[config.mk]
export PLATFORM = sky130hd
export DESIGN_NAME = icache_controller
export DESIGN_NICKNAME = d
export VERILOG_FILES = /design/src/mem_pkg.sv /design/src/icache_pkg.sv /design/src/icache_controller.sv
export SDC_FILE = /design/constraint.sdc
export NUM_CORES = 1
export LEC_CHECK = 0
export ABC_AREA = 1
export BUFFER_PORTS_ARGS = -buffer_cell sky130_fd_sc_hd__buf_2
export CAP_MARGIN = 15
export CORE_MARGIN = 4
export CORE_UTILIZATION = 30
export DETAILED_ROUTE_END_ITERATION = 6
export PLACE_DENSITY = 0.67
export SETUP_SLACK_MARGIN = 0.1
export SKIP_CTS_REPAIR_TIMING = 1
export SLEW_MARGIN = 10
export SYNTH_ARGS = -nofsm -noshare
export SYNTH_HDL_FRONTEND = slang
export SYNTH_SLANG_ARGS = --single-unit
[constraint.sdc]
create_clock -name clk -period 2.4 [get_ports clk]
set_input_delay 0.24 -clock clk [delete_from_list [all_inputs] [get_ports clk]]
set_output_delay 0.24 -clock clk [all_outputs]
set_load 0.05 [all_outputs]
[src/mem_pkg.sv]
// ----------------------------------------------------------
// Memory side of the cache: line requests, returned words and
// the credit budget of the fill path
// ----------------------------------------------------------
package mem_pkg;

    // Fill buffer depth, also the credits memory owns after reset
    localparam int fill_depth    = 4;
    localparam int fill_ptr_bits = $clog2(fill_depth);
    localparam int mem_line_bits = 16;
    localparam int mem_data_bits = 16;

    typedef struct packed {
        logic                     valid;
        logic [mem_line_bits-1:0] line;
    } mem_req_t;

    typedef struct packed {
        logic                     valid;
        logic [mem_data_bits-1:0] data;
    } mem_word_t;

endpackage

[src/icache_pkg.sv]
// ----------------------------------------------------------
// Instruction cache geometry, address views and fetch-side
// structs shared by all cache modules
// ----------------------------------------------------------
package icache_pkg;

    localparam int addr_bits   = 19;
    localparam int word_bits   = 16;
    localparam int num_sets    = 64;
    localparam int index_bits  = 6;
    localparam int line_words  = 8;
    localparam int offset_bits = 3;
    localparam int tag_bits    = addr_bits - index_bits - offset_bits;
    localparam int num_ways    = 2;

    // Lookup and invalidation view
    typedef struct packed {
        logic [tag_bits-1:0]    tag;
        logic [index_bits-1:0]  index;
        logic [offset_bits-1:0] offset;
    } icache_addr_f_t;

    // Line view for fills and memory requests
    typedef struct packed {
        logic [tag_bits+index_bits-1:0] line;
        logic [offset_bits-1:0]         offset;
    } icache_addr_l_t;

    typedef union packed {
        icache_addr_f_t f;
        icache_addr_l_t l;
    } icache_addr_u;

    typedef struct packed {
        logic         valid;
        icache_addr_u addr;
    } fetch_req_t;

    typedef struct packed {
        logic                 valid;
        logic [word_bits-1:0] data;
    } fetch_rsp_t;

    typedef struct packed {
        logic         inval_valid;
        icache_addr_u inval_addr;
        logic         wr_valid;
        icache_addr_u wr_addr;
    } coh_t;

endpackage
[src/icache_controller.sv]
// ----------------------------------------------------------
// Fetch FSM: hit check, line request on a miss, fill of all
// eight words and the single response per fetch
// ----------------------------------------------------------
module icache_controller
    import icache_pkg::*;
    import mem_pkg::*;
(
    input  logic                               clk,
    input  logic                               reset,
    input  fetch_req_t                         fetch_req,
    output logic                               fetch_ready,
    output fetch_rsp_t                         fetch_rsp,
    input  logic [num_ways-1:0]                hit,
    input  logic                               victim_way,
    input  logic [num_ways-1:0][word_bits-1:0] rd_data,
    output icache_addr_u                       lookup_addr,
    output logic                               lookup_en,
    output logic                               fill_way,
    output icache_addr_u                       fill_addr,
    output logic                               fill_start,
    output logic                               fill_done,
    output mem_req_t                           mem_req,
    input  logic                               mem_req_ready,
    input  logic                               word_valid,
    input  logic [word_bits-1:0]               word_data,
    output logic                               word_pop,
    output logic                               wr_en,
    output logic                               wr_way,
    output icache_addr_u                       wr_addr,
    output logic [word_bits-1:0]               wr_data
);

    typedef enum logic [2:0] {
        st_idle,
        st_lookup,
        st_request,
        st_fill,
        st_reply
    } state_t;

    state_t                 state;
    icache_addr_u           req_q;
    logic                   way_q;
    logic [offset_bits-1:0] fill_cnt;
    logic                   rsp_pending;
    logic                   accept;
    logic                   last_pop;

    assign fetch_ready = state == st_idle;
    assign accept      = fetch_ready && fetch_req.valid;

    // Data RAM reads the same address; held on the request during a fill
    assign lookup_en   = accept;
    assign lookup_addr = fetch_ready ? fetch_req.addr : req_q;

    assign fill_way   = way_q;
    assign fill_addr  = req_q;
    assign fill_start = state == st_request && mem_req_ready;
    assign word_pop   = state == st_fill && word_valid;
    assign last_pop   = word_pop && fill_cnt == offset_bits'(line_words - 1);
    assign fill_done  = last_pop;

    assign mem_req.valid = state == st_request;
    assign mem_req.line  = req_q.l.line;

    assign wr_en   = word_pop;
    assign wr_way  = way_q;
    assign wr_data = word_data;

    always_comb begin
        wr_addr.l.line   = req_q.l.line;
        wr_addr.l.offset = fill_cnt;
    end

    // Hit answers from the lookup cycle, miss from the read-back
    always_comb begin
        fetch_rsp.valid = (state == st_lookup && hit != '0) || rsp_pending;
        fetch_rsp.data  = rsp_pending ? rd_data[way_q] : rd_data[hit[1]];
    end

    always_ff @(posedge clk) begin
        if (accept) begin
            req_q <= fetch_req.addr;
        end
        if (state == st_lookup) begin
            way_q <= victim_way;
        end
    end

    always_ff @(posedge clk or posedge reset) begin
        if (reset) begin
            state       <= st_idle;
            fill_cnt    <= '0;
            rsp_pending <= 1'b0;
        end else begin
            rsp_pending <= word_pop && fill_cnt == req_q.l.offset;
            case (state)
                st_idle: begin
                    if (accept) begin
                        state <= st_lookup;
                    end
                end
                st_lookup: begin
                    state <= (hit == '0) ? st_request : st_idle;
                end
                st_request: begin
                    if (mem_req_ready) begin
                        state    <= st_fill;
                        fill_cnt <= '0;
                    end
                end
                st_fill: begin
                    if (word_pop) begin
                        fill_cnt <= fill_cnt + 1'b1;
                    end
                    if (last_pop) begin
                        state <= st_reply;
                    end
                end
                // Line state settles here before the next fetch
                st_reply: state <= st_idle;
                default:  state <= st_idle;
            endcase
        end
    end

endmodule

==> results by group <==
GRT
  • Met2 Use GR: 24.1%
  • Vias in the first global route: 2024
  • Grt ovf: 0
  • First-pass GRT wire length: 9.65 mm
  • Met1 usage: 16.5%
  • GR Layer Usage met3: 2.63%
  • Initial antenna violation count: 0
  • GRT busiest layer: met2
  • GR Util All Layers: 13.7%
  • Largest net degree at the start of global routing: 24

Floorplan
  • Core Area: 6830 sq um
  • IO Count: 190
  • Initial core utilization: 31.1%
  • Die footprint: 8490 sq um
  • Die span in x: 92.1 um
  • Die Height: 92.1 um
  • Site Rows: 30

Setup path
  • CP endpoint kind: output port
  • Setup CP Type: flop to output port
  • R2R cell count: 5
  • Required time of the critical path: 2160 ps
  • Reg2Reg Launch Point: state[2]$_DFFE_PP0P_
  • Critical path origin: rsp_pending$_DFF_PP0_
  • CP Launch Type: flop
  • CP arrival: 1770 ps
  • R2r setup slk: 670 ps
  • Critical Path Fanout Max: 17
  • R2r endpoint: fill_addr[14]$_DFFE_PP_

Synthesis
  • Sequential area share after synthesis: 36.5%
  • Post-synthesis simple-gate area fraction: 20.9%
  • Post-synthesis xor/xnor area fraction: 0%
  • Yosys cell types: 24
  • Synth warn: 0
  • Yosys reg bits: 27
  • Synth Cell Area: 2120 sq um
  • Largest family of logic cells by synthesized area: buffers and inverters
  • Post-Synth Adder-Cell Area: 1.18%
  • Synth Area in Compound Gates: 15.6%
  • Syn Area/Cell: 7.50 sq um
  • Post-synthesis mux area share: 0%
  • Top cells by area, synth: edfxtp_1, buf_4, nand2_1, o21ai_0, dfrtp_1
  • Mapped Nets: 360
  • Cell count after synthesis: 283
  • Cell taking the most area after synthesis: edfxtp_1
  • Synth top area share: 28.3%

Placed design
  • Final Wtd Congestion: 0.782
  • Port Buffer Count: 157
  • Post-DP HPWL: 5.01 mm
  • Post-DP Area: 2590 sq um
  • Dpl ws: 657 ps

Cells and area
  • Final Cell Area: 2650 sq um
  • Area occupied by registers: 776 sq um
  • Most frequent cells in the layout: buf_2, nand2_1, nor2_1
  • Finished Core Util: 38.8%
  • Area of the multi-input gates: 800 sq um
  • Fraction of layout cells with a size suffix above 1: 45.4%
  • Area delta synth->final: 25.0%
  • Commonest non-fill, non-tap cell in the layout: buf_2
  • Fin nets: 466
  • ANT cells: 0
  • Fillers: 741

Clocking
  • Longest Clk Path Bufs: 2
  • CTS root buf: clkbuf_8
  • Clk sinks: 27
  • H-tree depth: 1
  • CTS clk-pin slew, worst paths: 90 ps
  • Num CTS Buffers: 3
  • CTS tree: yes
  • Clock Latency Late Sink: 270 ps

STA
  • TNS Setup: 0 ps
  • Final hold slack: 141 ps
  • Max_slew headroom: 65.4%
  • Fmax: 497 MHz
  • Final Skew: 3.07 ps
  • Post-route clock period utilization: 83.9%
  • Hold Fails Final Rpt: 0
  • Pins Over Slew Limit: 0
  • Tmin final: 2010 ps
  • Worst slew pin tran: 519 ps
  • RSZ-0062 raised after global routing: no
  • Final worst slack: 387 ps
  • Setup violations, final: 0

Power and ir drop
  • Pwr Density: 1340 nW/um^2
  • Max VDD drop: 0.000708 V
  • Leak: 1.41 nW

Detailed routing
  • Residual DRC: 0
  • Post-Route WL: 6.18 mm
  • Initial DRC count: 97
  • Drt pass-1 iters: 4
  • Wirelength per Cell: 12.8 um
  • Via density: 4.41
  • DR vias: 2136
  • Detail Route Antenna Nets: 0

Job
  • Max-Cap Viols: 0

Outcome
  • Outcome: finished clean

Worst hold path
  • Min-delay src: victim_way
  • Worst Hold Class: input port to flop
  • Hold Crit Depth: 1
  • Hold Path End: fill_way$_DFFE_PP_
-- routing by layer --
metal / up-vias / share of wire [%]
li1: 1083 / -
met4: 0 / 2.7
met3: 20 / 7.8
met5: - / 0
met1: 930 / 41
met2: 103 / 48
-- Yosys cell counts, drive strengths merged --
master / n
o21ai: 43
dfrtp: 7
clkbuf: 2
clkinv: 1
edfxtp: 20
nand3: 2
nor2: 41
nand2: 65
nor3: 1
nand4: 1
a21oi: 1
ha: 2
buf: 59
inv: 21
o22ai: 17
-- area by class of cell --
class,count,area share [%]
repair buffers,162,31.1
inverters,22,3.16
well taps,96,4.53
multi-input cells,173,30.1
clock buffers,3,1.56
flip-flops and latches,27,29.2
clock inverters,1,0.283
-- critical path, cell delays in order, from the launching register on --
cell	delay [ps]
dfrtp_1	370
buf_4	180
inv_1	330
o21ai_0	160
o22ai_1	170
buf_2	300
-- flip-flops by register name, indices dropped and copies added (netlist names) --
register,flops
fill_cnt,3
rsp_pending,1
fill_way,1
state,3
fill_addr,19
-- report_power, final --
group | total (W) | internal (W) | switching [W]
combinational | 0.00257 | 0.000510 | 0.00206
clock | 0.000262 | 0.000118 | 0.000144
sequential | 0.000718 | 0.000623 | 0.0000948
total | 0.00355 | 0.00125 | 0.00230
-- how the worst max path moves through the flow --
stage | slack, ps | end | depth (start not counted)
after floorplan | 240 | fill_addr[0]$_DFFE_PP_ | 5
after global placement | 700 | fill_addr[10]$_DFFE_PP_ | 5
after detailed placement | 660 | fill_addr[14]$_DFFE_PP_ | 5
after CTS | 380 | lookup_en | 5
after global routing | 250 | fetch_rsp[10] | 5
final | 390 | fetch_rsp[12] | 5
-- kinds of logic after synthesis --
logic type,Yosys count
simple gates,110
buf+inv,83
compound gates,61
flops,27
fa+ha+maj,2
-- stage by stage --
stage	instances	total power, W
floorplan	283	0.00298
global placement	479	0.00329
detailed placement	479	0.00331
CTS	483	0.00359
global route	484	0.00376
finish	484	0.00355
No activity file was read; power rests on OpenSTA's default activity.
