File: src/mem_pkg.sv
// ----------------------------------------------------------
// Memory side of the cache: line requests, returned words and
// the credit budget of the fill path
// ----------------------------------------------------------
package mem_pkg;

    // Fill buffer depth, also the credits memory owns after reset
    localparam int fill_depth    = 4;
    localparam int fill_ptr_bits = $clog2(fill_depth);
    localparam int mem_line_bits = 16;
    localparam int mem_data_bits = 16;

    typedef struct packed {
        logic                     valid;
        logic [mem_line_bits-1:0] line;
    } mem_req_t;

    typedef struct packed {
        logic                     valid;
        logic [mem_data_bits-1:0] data;
    } mem_word_t;

endpackage

File: src/icache_fill_buffer.sv
// ----------------------------------------------------------
// FIFO between memory and the cache controller; every pop
// hands one credit back to the memory side
// ----------------------------------------------------------
module icache_fill_buffer
    import mem_pkg::*;
(
    input  logic                     clk,
    input  logic                     reset,
    input  mem_word_t                mem_word,
    output logic                     word_valid,
    output logic [mem_data_bits-1:0] word_data,
    input  logic                     word_pop,
    output logic                     mem_credit
);

    logic [mem_data_bits-1:0] fifo [fill_depth];

    logic [fill_ptr_bits-1:0] wr_ptr;
    logic [fill_ptr_bits-1:0] rd_ptr;
    logic [fill_ptr_bits:0]   count;
    logic                     push;
    logic                     pop;

    // Memory only sends with a credit in hand, so no full check
    assign push = mem_word.valid;
    assign pop  = word_pop && word_valid;

    assign word_valid = count != '0;
    assign word_data  = fifo[rd_ptr];

    always_ff @(posedge clk) begin
        if (push) begin
            fifo[wr_ptr] <= mem_word.data;
        end
    end

    always_ff @(posedge clk or posedge reset) begin
        if (reset) begin
            wr_ptr     <= '0;
            rd_ptr     <= '0;
            count      <= '0;
            mem_credit <= 1'b0;
        end else begin
            mem_credit <= pop;
            if (push) begin
                wr_ptr <= wr_ptr + 1'b1;
            end
            if (pop) begin
                rd_ptr <= rd_ptr + 1'b1;
            end
            case ({push, pop})
                2'b10:   count <= count + 1'b1;
                2'b01:   count <= count - 1'b1;
                default: count <= count;
            endcase
        end
    end

endmodule

File: config.mk
export PLATFORM = sky130hd
export DESIGN_NAME = icache_fill_buffer
export DESIGN_NICKNAME = d
export VERILOG_FILES = /design/src/mem_pkg.sv /design/src/icache_fill_buffer.sv
export SDC_FILE = /design/constraint.sdc
export NUM_CORES = 1
export LEC_CHECK = 0
export ABC_AREA = 1
export BUFFER_PORTS_ARGS = -buffer_cell sky130_fd_sc_hd__buf_2
export CORE_UTILIZATION = 45
export CTS_BUF_LIST = sky130_fd_sc_hd__clkbuf_2 sky130_fd_sc_hd__clkbuf_4 sky130_fd_sc_hd__clkbuf_8
export DETAILED_ROUTE_END_ITERATION = 10
export PLACE_DENSITY = 0.67
export SYNTH_ARGS = -nofsm -noshare
export SYNTH_HDL_FRONTEND = slang
export SYNTH_SLANG_ARGS = --single-unit
File: constraint.sdc
create_clock -name clk -period 1.7 [get_ports clk]
set_input_delay 0.085 -clock clk [delete_from_list [all_inputs] [get_ports clk]]
set_output_delay 0.085 -clock clk [all_outputs]
set_load 0.05 [all_outputs]
==> metrics.yaml, run 1 <==
floorplan:
  die_area_um2: 7080
  initial_core_util: 0.473
  rows: 29
  pin_count: 38
  chipHeight_um: 84.1
  core_um2: 6420
  die_x_um: 84.1
routing:
  drt_wl_total_mm: 5.18
  drc_errors: 2
  vias: 1883
  drtIter0Drc: 145
  drtPass1Iterations: 7
  detail-route-antenna-nets: 0
  avgViaCountPerCell: 4.80
  wire_per_inst_um: 13.2
logic_synthesis:
  synth-simple-area-share: 0.0890
  yosysUniqueCellTypes: 18
  ys_seq_area_frac: 0.699
  syn_nets: 271
  synthAdderAreaFrac: 0.0272
  syn_area_um2: 3040
  yosys_warnings: 0
  synth_cells: 245
  synth_top_family_by_area: "buffers and inverters"
  synth_area_per_cell_um2: 12.4
  yosys-mux-area-fraction: 0
  yosys.area_share.xor_xnor: 0.00577
  ys_seq_elements: 72
  synth_compound_area_frac: 0.0857
flow_run:
  maxCapViolations: 0
place:
  detailed_place_hpwl_mm: 3.07
  place_inst: 356
  io_buffers: 37
  gp_congestion: 0.693
  pre_cts_slack_ps: 31.5
clocking:
  h-tree-depth: 3
  cts_tree: "yes"
  clock_path_buffers: 2
  cts_num_sinks: 72
  clk_pin_slew_ps: 80
  cts_root_buf: "clkbuf_8"
  clock_latency_ps: 330
  cts-buffers-inserted: 9
grt:
  overflow: 0
  grt_max_degree: 49
  grt_pass1_wl_mm: 8.25
  grt_pass1_vias: 1822
  grtUsageTotal: 0.160
  antenna_found_initial: 0
hold_path:
  min_from: "mem_word[16]"
  hp-class: "input port to flip-flop"
sta:
  setup_viol: 0
  max_freq_mhz: 618
  fin_worst_skew_ps: 7.04
  layout_setup_ws_ps: 81.4
  period_minus_slack_ps: 1620
  period_share: 0.952
  rsz0062_at_grt: "yes"
  worst_pin_slew_ps: 316
  slew_headroom: 0.789
  slew_violations: 0
  hold_viol: 0
cells_and_area:
  syn_to_final_growth_pct: 23.8
  final_nets: 336
  seq_area_um2: 2120
  fill_cells: 522
  final_common_cell: "edfxtp_1"
  final_cell_mix: "edfxtp_1, nand2_1, inv_1"
  drive_above_1_share: 0.241
  layoutNonFillerInstCount: 392
  diodes: 0
  multi_input_area_um2: 653
pwr:
  vdd_ir_drop_max_mv: 0.801
  p_leak_nw: 1.64
  p_per_area_nw_per_um2: 1860
worst_setup_path:
  cp-startpoint: "rd_ptr[0]"
  critPathKind: "flip-flop to primary output"
  r2r-start: "count[1]"
  critPathRequiredTime_ps: 1620
  crit_path_top_delay_cell: "dfrtp_1"
  cp-end-kind: "primary output"
  reg2reg_slack_ps: 90
  arrival_ps: 1530
  max_stage_delay_ps: 420
  cp_cell_sequence: "inv_4 > buf_6 > o211ai_1 > nand2_1 > buf_2"
  cp-start-kind: "flip-flop"
  cp_top_family: "buffers and inverters"
  path_buf_inv: 3
  crit_fanout: 17
status:
  run_status: "complete, but fails checks"
  violations: "DRC"
-- synth_stat cells --
master / instances / share of area
nand2_1: 65 / 0.080
edfxtp_1: 64 / 0.63
inv_1: 48 / 0.059
o211ai_1: 30 / 0.074
dfrtp_1: 8 / 0.066
buf_6: 6 / 0.022
ha_1: 5 / 0.021
nand3_1: 4 / 0.0066
buf_4: 2 / 0.0049
clkbuf_1: 2 / 0.0025
inv_2: 2 / 0.0025
o211ai_2: 2 / 0.0082
o21ai_0: 2 / 0.0033
buf_2: 1 / 0.0016
fa_1: 1 / 0.0066
nand4_1: 1 / 0.0021
xnor2_1: 1 / 0.0029
xor2_1: 1 / 0.0029
-- logic make-up after synthesis --
family,count (synthesis)
adder cells (fa/ha/maj),6
buffers and inverters,61
XOR/XNOR,2
AND/OR/NAND/NOR,70
AO/OA/AOI/OAI,34
flip-flops,72
-- state kept, by name, indices dropped and copies added (netlist names) --
register,cells
wr_ptr,2
fifo,64
rd_ptr,2
mem_credit,1
count,3
-- power breakdown --
| part | internal, mW | switching (mW) |
|---|---|---|
| combinational | 0.969 | 2.31 |
| sequential | 2.34 | 0.133 |
| clock | 0.664 | 0.593 |
-- timing repair --
action,CTS,global route
buffers inserted,0,1
hold endpoints to repair,72,0
setup endpoints to repair,0,11
hold buffers,17,0
resized for setup,0,14
-- worst register-to-register path: stages (launching register included) --
cell and delay (ps):
dfrtp_1 370, inv_2 70, nand3_4 100, nand2_2 60, inv_1 70, ha_2 190, inv_2 50, fa_2 340
inv_1 70, nand2_1 70, nand4_1 80, nand2_1 50
-- area by class of cell --
cell class / instances / share of cell area
Clock buffer: 9 / 0.0330
Clock inverter: 7 / 0.0166
Inverter: 50 / 0.0509
Multi-Input combinational cell: 112 / 0.174
Sequential cell: 72 / 0.565
Tap cell: 77 / 0.0256
Timing Repair Buffer: 65 / 0.135
-- routing by layer --
layer / global-route usage / wire length [um] / vias to the layer above
met2: 0.274 / 2650 / 43
met1: 0.181 / 2240 / 882
li1: - / - / 954
met5: 0 / 0 / -
met4: 0.0862 / 70 / 0
met3: 0.0452 / 216 / 4
-- final timing paths --
| kind | endpoint | depth (start not counted) |
|---|---|---|
| min in group asynchronous | wr_ptr[0] | 3 |
| max | word_data[7] | 5 |
| max in group asynchronous | count[0] | 3 |
| max reg2reg | count[2] | 11 |
| min reg2reg | count[0] | 1 |
| min | wr_ptr[0] | 2 |
-- stage by stage --
stage	setup TNS (ps)	hold WS (ps)	area, um2	utilization	power (mW)
floorplan	0	-99.3	3050	-	4.92
global placement	0	47.5	3320	0.517	5.49
detailed placement	0	45.4	3320	0.517	5.55
CTS	0	1.36	3680	0.573	6.84
global route	-51.3	9.79	3760	0.585	7.41
finish	0	22.4	3760	0.585	7.00
No activity file was read; power rests on OpenSTA's default activity.
==> run 2, diff against run 1 <==
--- a/config.mk
+++ b/config.mk
@@ -6,10 +6,11 @@
 export NUM_CORES = 1
 export LEC_CHECK = 0
 export ABC_AREA = 1
-export BUFFER_PORTS_ARGS = -buffer_cell sky130_fd_sc_hd__buf_2
+export BUFFER_PORTS_ARGS = -buffer_cell sky130_fd_sc_hd__clkbuf_2
 export CORE_UTILIZATION = 45
 export CTS_BUF_LIST = sky130_fd_sc_hd__clkbuf_2 sky130_fd_sc_hd__clkbuf_4 sky130_fd_sc_hd__clkbuf_8
 export DETAILED_ROUTE_END_ITERATION = 10
+export GPL_TIMING_DRIVEN = 0
 export PLACE_DENSITY = 0.67
 export SYNTH_ARGS = -nofsm -noshare
 export SYNTH_HDL_FRONTEND = slang
==> metrics.yaml, run 2 (synthesis results as in run 1) <==
cells_and_area:
  diodes: 0  # unchanged
  seq_area_um2: 2120  # unchanged
  final_cell_mix: "edfxtp_1, nand2_1, inv_1"
  syn_to_final_growth_pct: 31.0
  final_util: 0.619  # +0.0337
  layoutNonFillerInstCount: 399  # +1.8%
  final_common_cell: "edfxtp_1"
  drive_above_1_share: 0.270  # +0.0289
  final_nets: 343  # +2.1%
  top_regs: "fifo: 64 flops, count: 3 flops"
  regMostFlops: "fifo"
  multi_input_area_um2: 657  # +0.57%
  final_area_um2: 3980  # +5.8%
  largest_reg_flops: 64  # unchanged
  fill_cells: 490  # -6.1%
routing:
  detail-route-antenna-nets: 0  # unchanged
  drc_errors: 2  # unchanged
  vias: 1962  # +4.2%
  drt_wl_total_mm: 5.86  # +13%
  avgViaCountPerCell: 4.92  # +2.4%
  drtIter0Drc: 84  # -42%
  drtPass1Iterations: 7  # unchanged
  wire_per_inst_um: 14.7  # +11%
grt:
  antenna_found_initial: 0  # unchanged
  grt_max_degree: 17  # -65%
  grt_pass1_wl_mm: 8.90  # +8.0%
  grt_pass1_vias: 1871  # +2.7%
  grtUsageTotal: 0.172  # +0.0125
  overflow: 0  # unchanged
worst_setup_path:
  cp_cell_sequence: "buf_4 > inv_6 > clkbuf_16 > o211ai_1 > nand2_1 > clkbuf_4"
  crit_fanout: 9  # -8
  reg2reg_slack_ps: 90  # about the same
  reg2reg_depth: 11  # unchanged
  r2r-start: "count[2]"
  r2r_end: "count[2]"
  max_stage_delay_ps: 370  # -50 ps
  critPathKind: "flip-flop to primary output"
  cp-start-kind: "flip-flop"
  cp-end-kind: "primary output"
  arrival_ps: 1550  # +20 ps
  crit_path_top_delay_cell: "dfrtp_1"
  critPathRequiredTime_ps: 1620  # about the same
clocking:
  cts_root_buf: "clkbuf_8"
  clock_path_buffers: 2  # unchanged
  clk_pin_slew_ps: 70  # about the same
  clock_latency_ps: 350  # +20 ps
  cts_num_sinks: 72  # unchanged
  cts_tree: "yes"
  cts-buffers-inserted: 9  # unchanged
  h-tree-depth: 3  # unchanged
sta:
  fin_worst_skew_ps: 5.39  # -1.65 ps
  slew_violations: 0  # unchanged
  slew_headroom: 0.536  # -0.253
  period_minus_slack_ps: 1630  # +11.8 ps
  fin_tns_setup_ps: 0  # unchanged
  hold_viol: 0  # unchanged
  period_share: 0.959  # +0.00696
  max_freq_mhz: 613  # -0.73%
  timing.hold.ws_ps: 9.39  # -13.0 ps
  worst_pin_slew_ps: 695  # +379 ps
  layout_setup_ws_ps: 69.6  # -11.8 ps
  rsz0062_at_grt: "yes"
  setup_viol: 0  # unchanged
place:
  detailed_place_hpwl_mm: 3.48  # +13%
  gp_congestion: 0.783  # +13%
  place_inst: 358  # +0.56%
  post_dp_cell_area_um2: 3330  # +0.15%
  pre_cts_slack_ps: 10.4  # -21.1 ps
  io_buffers: 36  # -2.7%
flow_run:
  maxCapViolations: 0  # unchanged
floorplan:
  core_um2: 6420  # unchanged
  die_area_um2: 7080  # unchanged
  initial_core_util: 0.473  # unchanged
  chipHeight_um: 84.1  # unchanged
  pin_count: 38  # unchanged
  rows: 29  # unchanged
  die_x_um: 84.1  # unchanged
pwr:
  p_per_area_nw_per_um2: 2030  # +8.9%
  p_total_mw: 8.06  # +15%
  p_leak_nw: 1.70  # +3.6%
  vdd_ir_drop_max_mv: 1.05  # +31%
hold_path:
  holdPathEnd: "rd_ptr[0]"
  min_path_cells: 3  # +1
  hp-class: "input port to flip-flop"
  min_from: "word_pop"
status:
  violations: "DRC"
  run_status: "complete, but fails checks"
[run 2: layout make-up]
class,instances,share of cell area
tap,77,0.0242
multi-input combinational,112,0.165
timing repair buffer,61,0.126
clock inverter,6,0.0331
inverter,50,0.0513
sequential,72,0.534
clock buffer,10,0.0331
buffer,11,0.0337
[run 2: repair_timing]
item                                    4_1_cts  5_1_grt
gates cloned                                  0        1
pin swaps                                     0        5
gates resized for setup                      20       26
setup buffers                                 0        7
endpoints found under the setup margin       12       53
endpoints found under the hold margin        72        0
hold buffers                                 17        0
[run 2: worst max-delay path: cells and delay by family (launching register included)]
kind	cells	cell delay [ps]
flops	1	370
buf+inv	4	680
compound gates	1	90
simple gates	1	60
[run 2: metal layers]
metal	global-route usage	part of all wire
met5	0	0
met4	0.0893	0.014
met3	0.0472	0.042
met2	0.288	0.50
met1	0.205	0.44
[run 2: power by group]
group          switching [mW]  internal [mW]  total [mW]
clock                   0.616           1.13        1.75
sequential              0.124           2.34        2.46
combinational            2.51           1.34        3.85
total                    3.25           4.81        8.06
[run 2: worst max path at each step]
stage                         start            end  slack [ps]  cells past startpoint
after global placement    wr_ptr[0]    fifo[0][14]          40                      4
final                     rd_ptr[1]  word_data[12]          70                      6
after detailed placement   count[0]       count[2]          10                     11
after floorplan            count[1]       count[1]           4                      8
after global routing      rd_ptr[0]   word_data[9]         -20                      6
after CTS                 rd_ptr[0]   word_data[1]         0.7                      7
==> run 3, diff against run 2 <==
--- a/config.mk
+++ b/config.mk
@@ -5,7 +5,6 @@
 export SDC_FILE = /design/constraint.sdc
 export NUM_CORES = 1
 export LEC_CHECK = 0
-export ABC_AREA = 1
 export BUFFER_PORTS_ARGS = -buffer_cell sky130_fd_sc_hd__clkbuf_2
 export CORE_UTILIZATION = 45
 export CTS_BUF_LIST = sky130_fd_sc_hd__clkbuf_2 sky130_fd_sc_hd__clkbuf_4 sky130_fd_sc_hd__clkbuf_8
==> metrics.yaml, run 3 <==
sta:
  hold_viol: 0  # unchanged
  slew_violations: 0  # unchanged
  layout_setup_ws_ps: -59.1  # -129 ps
  rsz0062_at_grt: "yes"
  setup_viol: 10  # +10
  fin_worst_skew_ps: 5.70  # +0.310 ps
  slew_headroom: 0.697  # +0.161
  period_share: 1.03  # +0.0757
  max_freq_mhz: 568  # -7.3%
  worst_pin_slew_ps: 454  # -241 ps
  period_minus_slack_ps: 1760  # +129 ps
  fin_tns_setup_ps: -425  # -425 ps
place:
  detailed_place_hpwl_mm: 2.69  # -23%
  post_dp_cell_area_um2: 3060  # -8.0%
  io_buffers: 37  # +2.8%
  pre_cts_slack_ps: -138  # -149 ps
  gp_congestion: 0.709  # -9.5%
logic_synthesis:
  ys_seq_area_frac: 0.763  # +0.0638
  synth_area_per_cell_um2: 22.8  # +84%
  syn_area_um2: 2780  # -8.4%
  yosys.area_share.xor_xnor: 0.0189  # +0.0131
  synth_top_family_by_area: "multiplexers"
  synth-simple-area-share: 0.0153  # -0.0737
  synth_compound_area_frac: 0.00495  # -0.0808
  ys_top_cells_by_count: "edfxtp_1, dfrtp_1, mux4_1, mux4_2, inv_1"
  yosysUniqueCellTypes: 19  # +1
  yosys_warnings: 0  # unchanged
  yosysMostFrequentCell: "edfxtp_1"
  synthAdderAreaFrac: 0.0297  # +0.00248
  yosys-mux-area-fraction: 0.144  # +0.144
  yosys.area.top_type: "edfxtp_1"
  ys.flop_type: "edfxtp_1"
  ys_seq_elements: 72  # unchanged
  synth_cells: 122  # -50%
  ys_top_cells_by_area: "edfxtp_1, mux4_1, dfrtp_1, mux4_2, ha_1"
  synth_top_area_frac: 0.691  # +0.0578
  syn_nets: 148  # -45%
  async_flop_share: 0.111  # unchanged
  synth-edff-count: 64  # unchanged
pwr:
  vdd_ir_drop_max_mv: 1.09  # +4.3%
  p_leak_nw: 1.37  # -19%
  p_total_mw: 6.85  # -15%
  p_per_area_nw_per_um2: 1890  # -7.0%
routing:
  drc_errors: 0  # -2
  drtPass1Iterations: 4  # -3
  wire_per_inst_um: 16.5  # +12%
  drtIter0Drc: 53  # -37%
  vias: 1382  # -30%
  avgViaCountPerCell: 5.01  # +1.8%
  detail-route-antenna-nets: 0  # unchanged
  drt_wl_total_mm: 4.55  # -22%
floorplan:
  chipHeight_um: 80.6  # -4.2%
  pin_count: 38  # unchanged
  initial_core_util: 0.467  # -0.00561
  rows: 28  # -3.4%
  die_area_um2: 6500  # -8.2%
  die_x_um: 80.6  # -4.2%
  core_um2: 5960  # -7.3%
cells_and_area:
  final_nets: 222  # -35%
  final_cell_mix: "edfxtp_1, clkbuf_2, dlygate4sd3_1"
  seq_area_um2: 2120  # unchanged
  diodes: 0  # unchanged
  final_common_cell: "edfxtp_1"
  multi_input_area_um2: 578  # -12%
  top_regs: "fifo: 64 flops, count: 3 flops"
  fill_cells: 426  # -13%
  regMostFlops: "fifo"
  final_area_um2: 3630  # -8.6%
  syn_to_final_growth_pct: 30.6
  largest_reg_flops: 64  # unchanged
  drive_above_1_share: 0.413  # +0.143
clocking:
  h-tree-depth: 3  # unchanged
  cts-buffers-inserted: 9  # unchanged
  cts_root_buf: "clkbuf_8"
  clock_path_buffers: 2  # unchanged
  clock_latency_ps: 330  # -20 ps
  cts_tree: "yes"
  cts_num_sinks: 72  # unchanged
  clk_pin_slew_ps: 70  # about the same
worst_setup_path:
  max_stage_delay_ps: 510  # +140 ps
  critPathRequiredTime_ps: 1620  # about the same
  path_buf_inv: 3  # -1
  crit_fanout: 6  # -3
  cp-start-kind: "flip-flop"
  crit_path_top_delay_cell: "mux4_2"
  cp_cell_sequence: "buf_6 > clkbuf_16 > mux4_2 > buf_8"
  arrival_ps: 1670  # +120 ps
  cp-end-kind: "primary output"
  critPathKind: "flip-flop to primary output"
  cp_top_family: "multiplexers"
grt:
  grtUsageTotal: 0.162  # -0.00993
  grt_pass1_wl_mm: 7.31  # -18%
  grt_max_degree: 17  # unchanged
  grt_pass1_vias: 1513  # -19%
  antenna_found_initial: 0  # unchanged
  overflow: 0  # unchanged
status:
  run_status: "complete, but fails checks"
  violations: "setup timing"
flow_run:
  maxCapViolations: 0  # unchanged
hold_path:
  hp-class: "input port to flip-flop"
## run 3: where the power goes
part / total [mW] / switching, mW / internal [mW]
logic: 3.25 / 1.80 / 1.45
registers: 2.47 / 0.123 / 2.34
clock network: 1.13 / 0.561 / 0.571
total: 6.85 / 2.49 / 4.36
## run 3: area by class of cell
class                   instances  share of cell area
flip-flops and latches         72               0.584
well taps                      75              0.0258
repair buffers                 63               0.163
clock inverters                 4             0.00620
clock buffers                  12              0.0403
inverters                       7             0.00723
multi-input cells              39               0.159
plain buffers                   4              0.0138
## run 3: path summary, 6_finish.rpt
| check | startpoint | endpoint | slack (ps) | cells past startpoint |
|---|---|---|---|---|
| max in group asynchronous | reset | rd_ptr[0] | 1220 | 3 |
| hold / removal | mem_word[16] | wr_ptr[0] | 50 | 2 |
| setup reg to reg | count[1] | count[2] | -10 | 7 |
| hold reg to reg | wr_ptr[0] | wr_ptr[0] | 540 | 1 |
| setup / recovery | rd_ptr[0] | word_data[11] | -60 | 4 |
| min in group asynchronous | reset | wr_ptr[0] | 240 | 3 |
## run 3: kinds of logic after synthesis
group           after synthesis
xor+xnor                      6
buf+inv                      11
flops                        72
compound gates                2
mux                          17
fa+ha+maj                     6
simple gates                  8
## run 3: stage by stage
step	std cells	hold slack (ps)	util
2_1_floorplan	122	-99.3	-
3_3_place_gp	234	15.4	0.514
3_5_place_dp	234	36.0	0.514
4_1_cts	274	36.6	0.602
5_1_grt	276	60.9	0.610
6_report	276	48.3	0.610
## run 3: repair_timing
item,4_1_cts,5_1_grt
pin swaps,1,1
resized for setup,44,12
endpoints found under the setup margin,66,31
buffers inserted,6,2
hold endpoints to repair,72,0
hold buffers,17,0
cloned,1,1
## run 3: per-layer routing
layer | part of all wire | vias to the layer above | wire (um) | global-route usage
li1 | - | 634 | - | -
met1 | 0.41 | 715 | 1880 | 0.192
met2 | 0.54 | 28 | 2470 | 0.269
met3 | 0.030 | 5 | 138 | 0.0398
met4 | 0.015 | 0 | 68 | 0.0929
met5 | 0 | - | 0 | 0
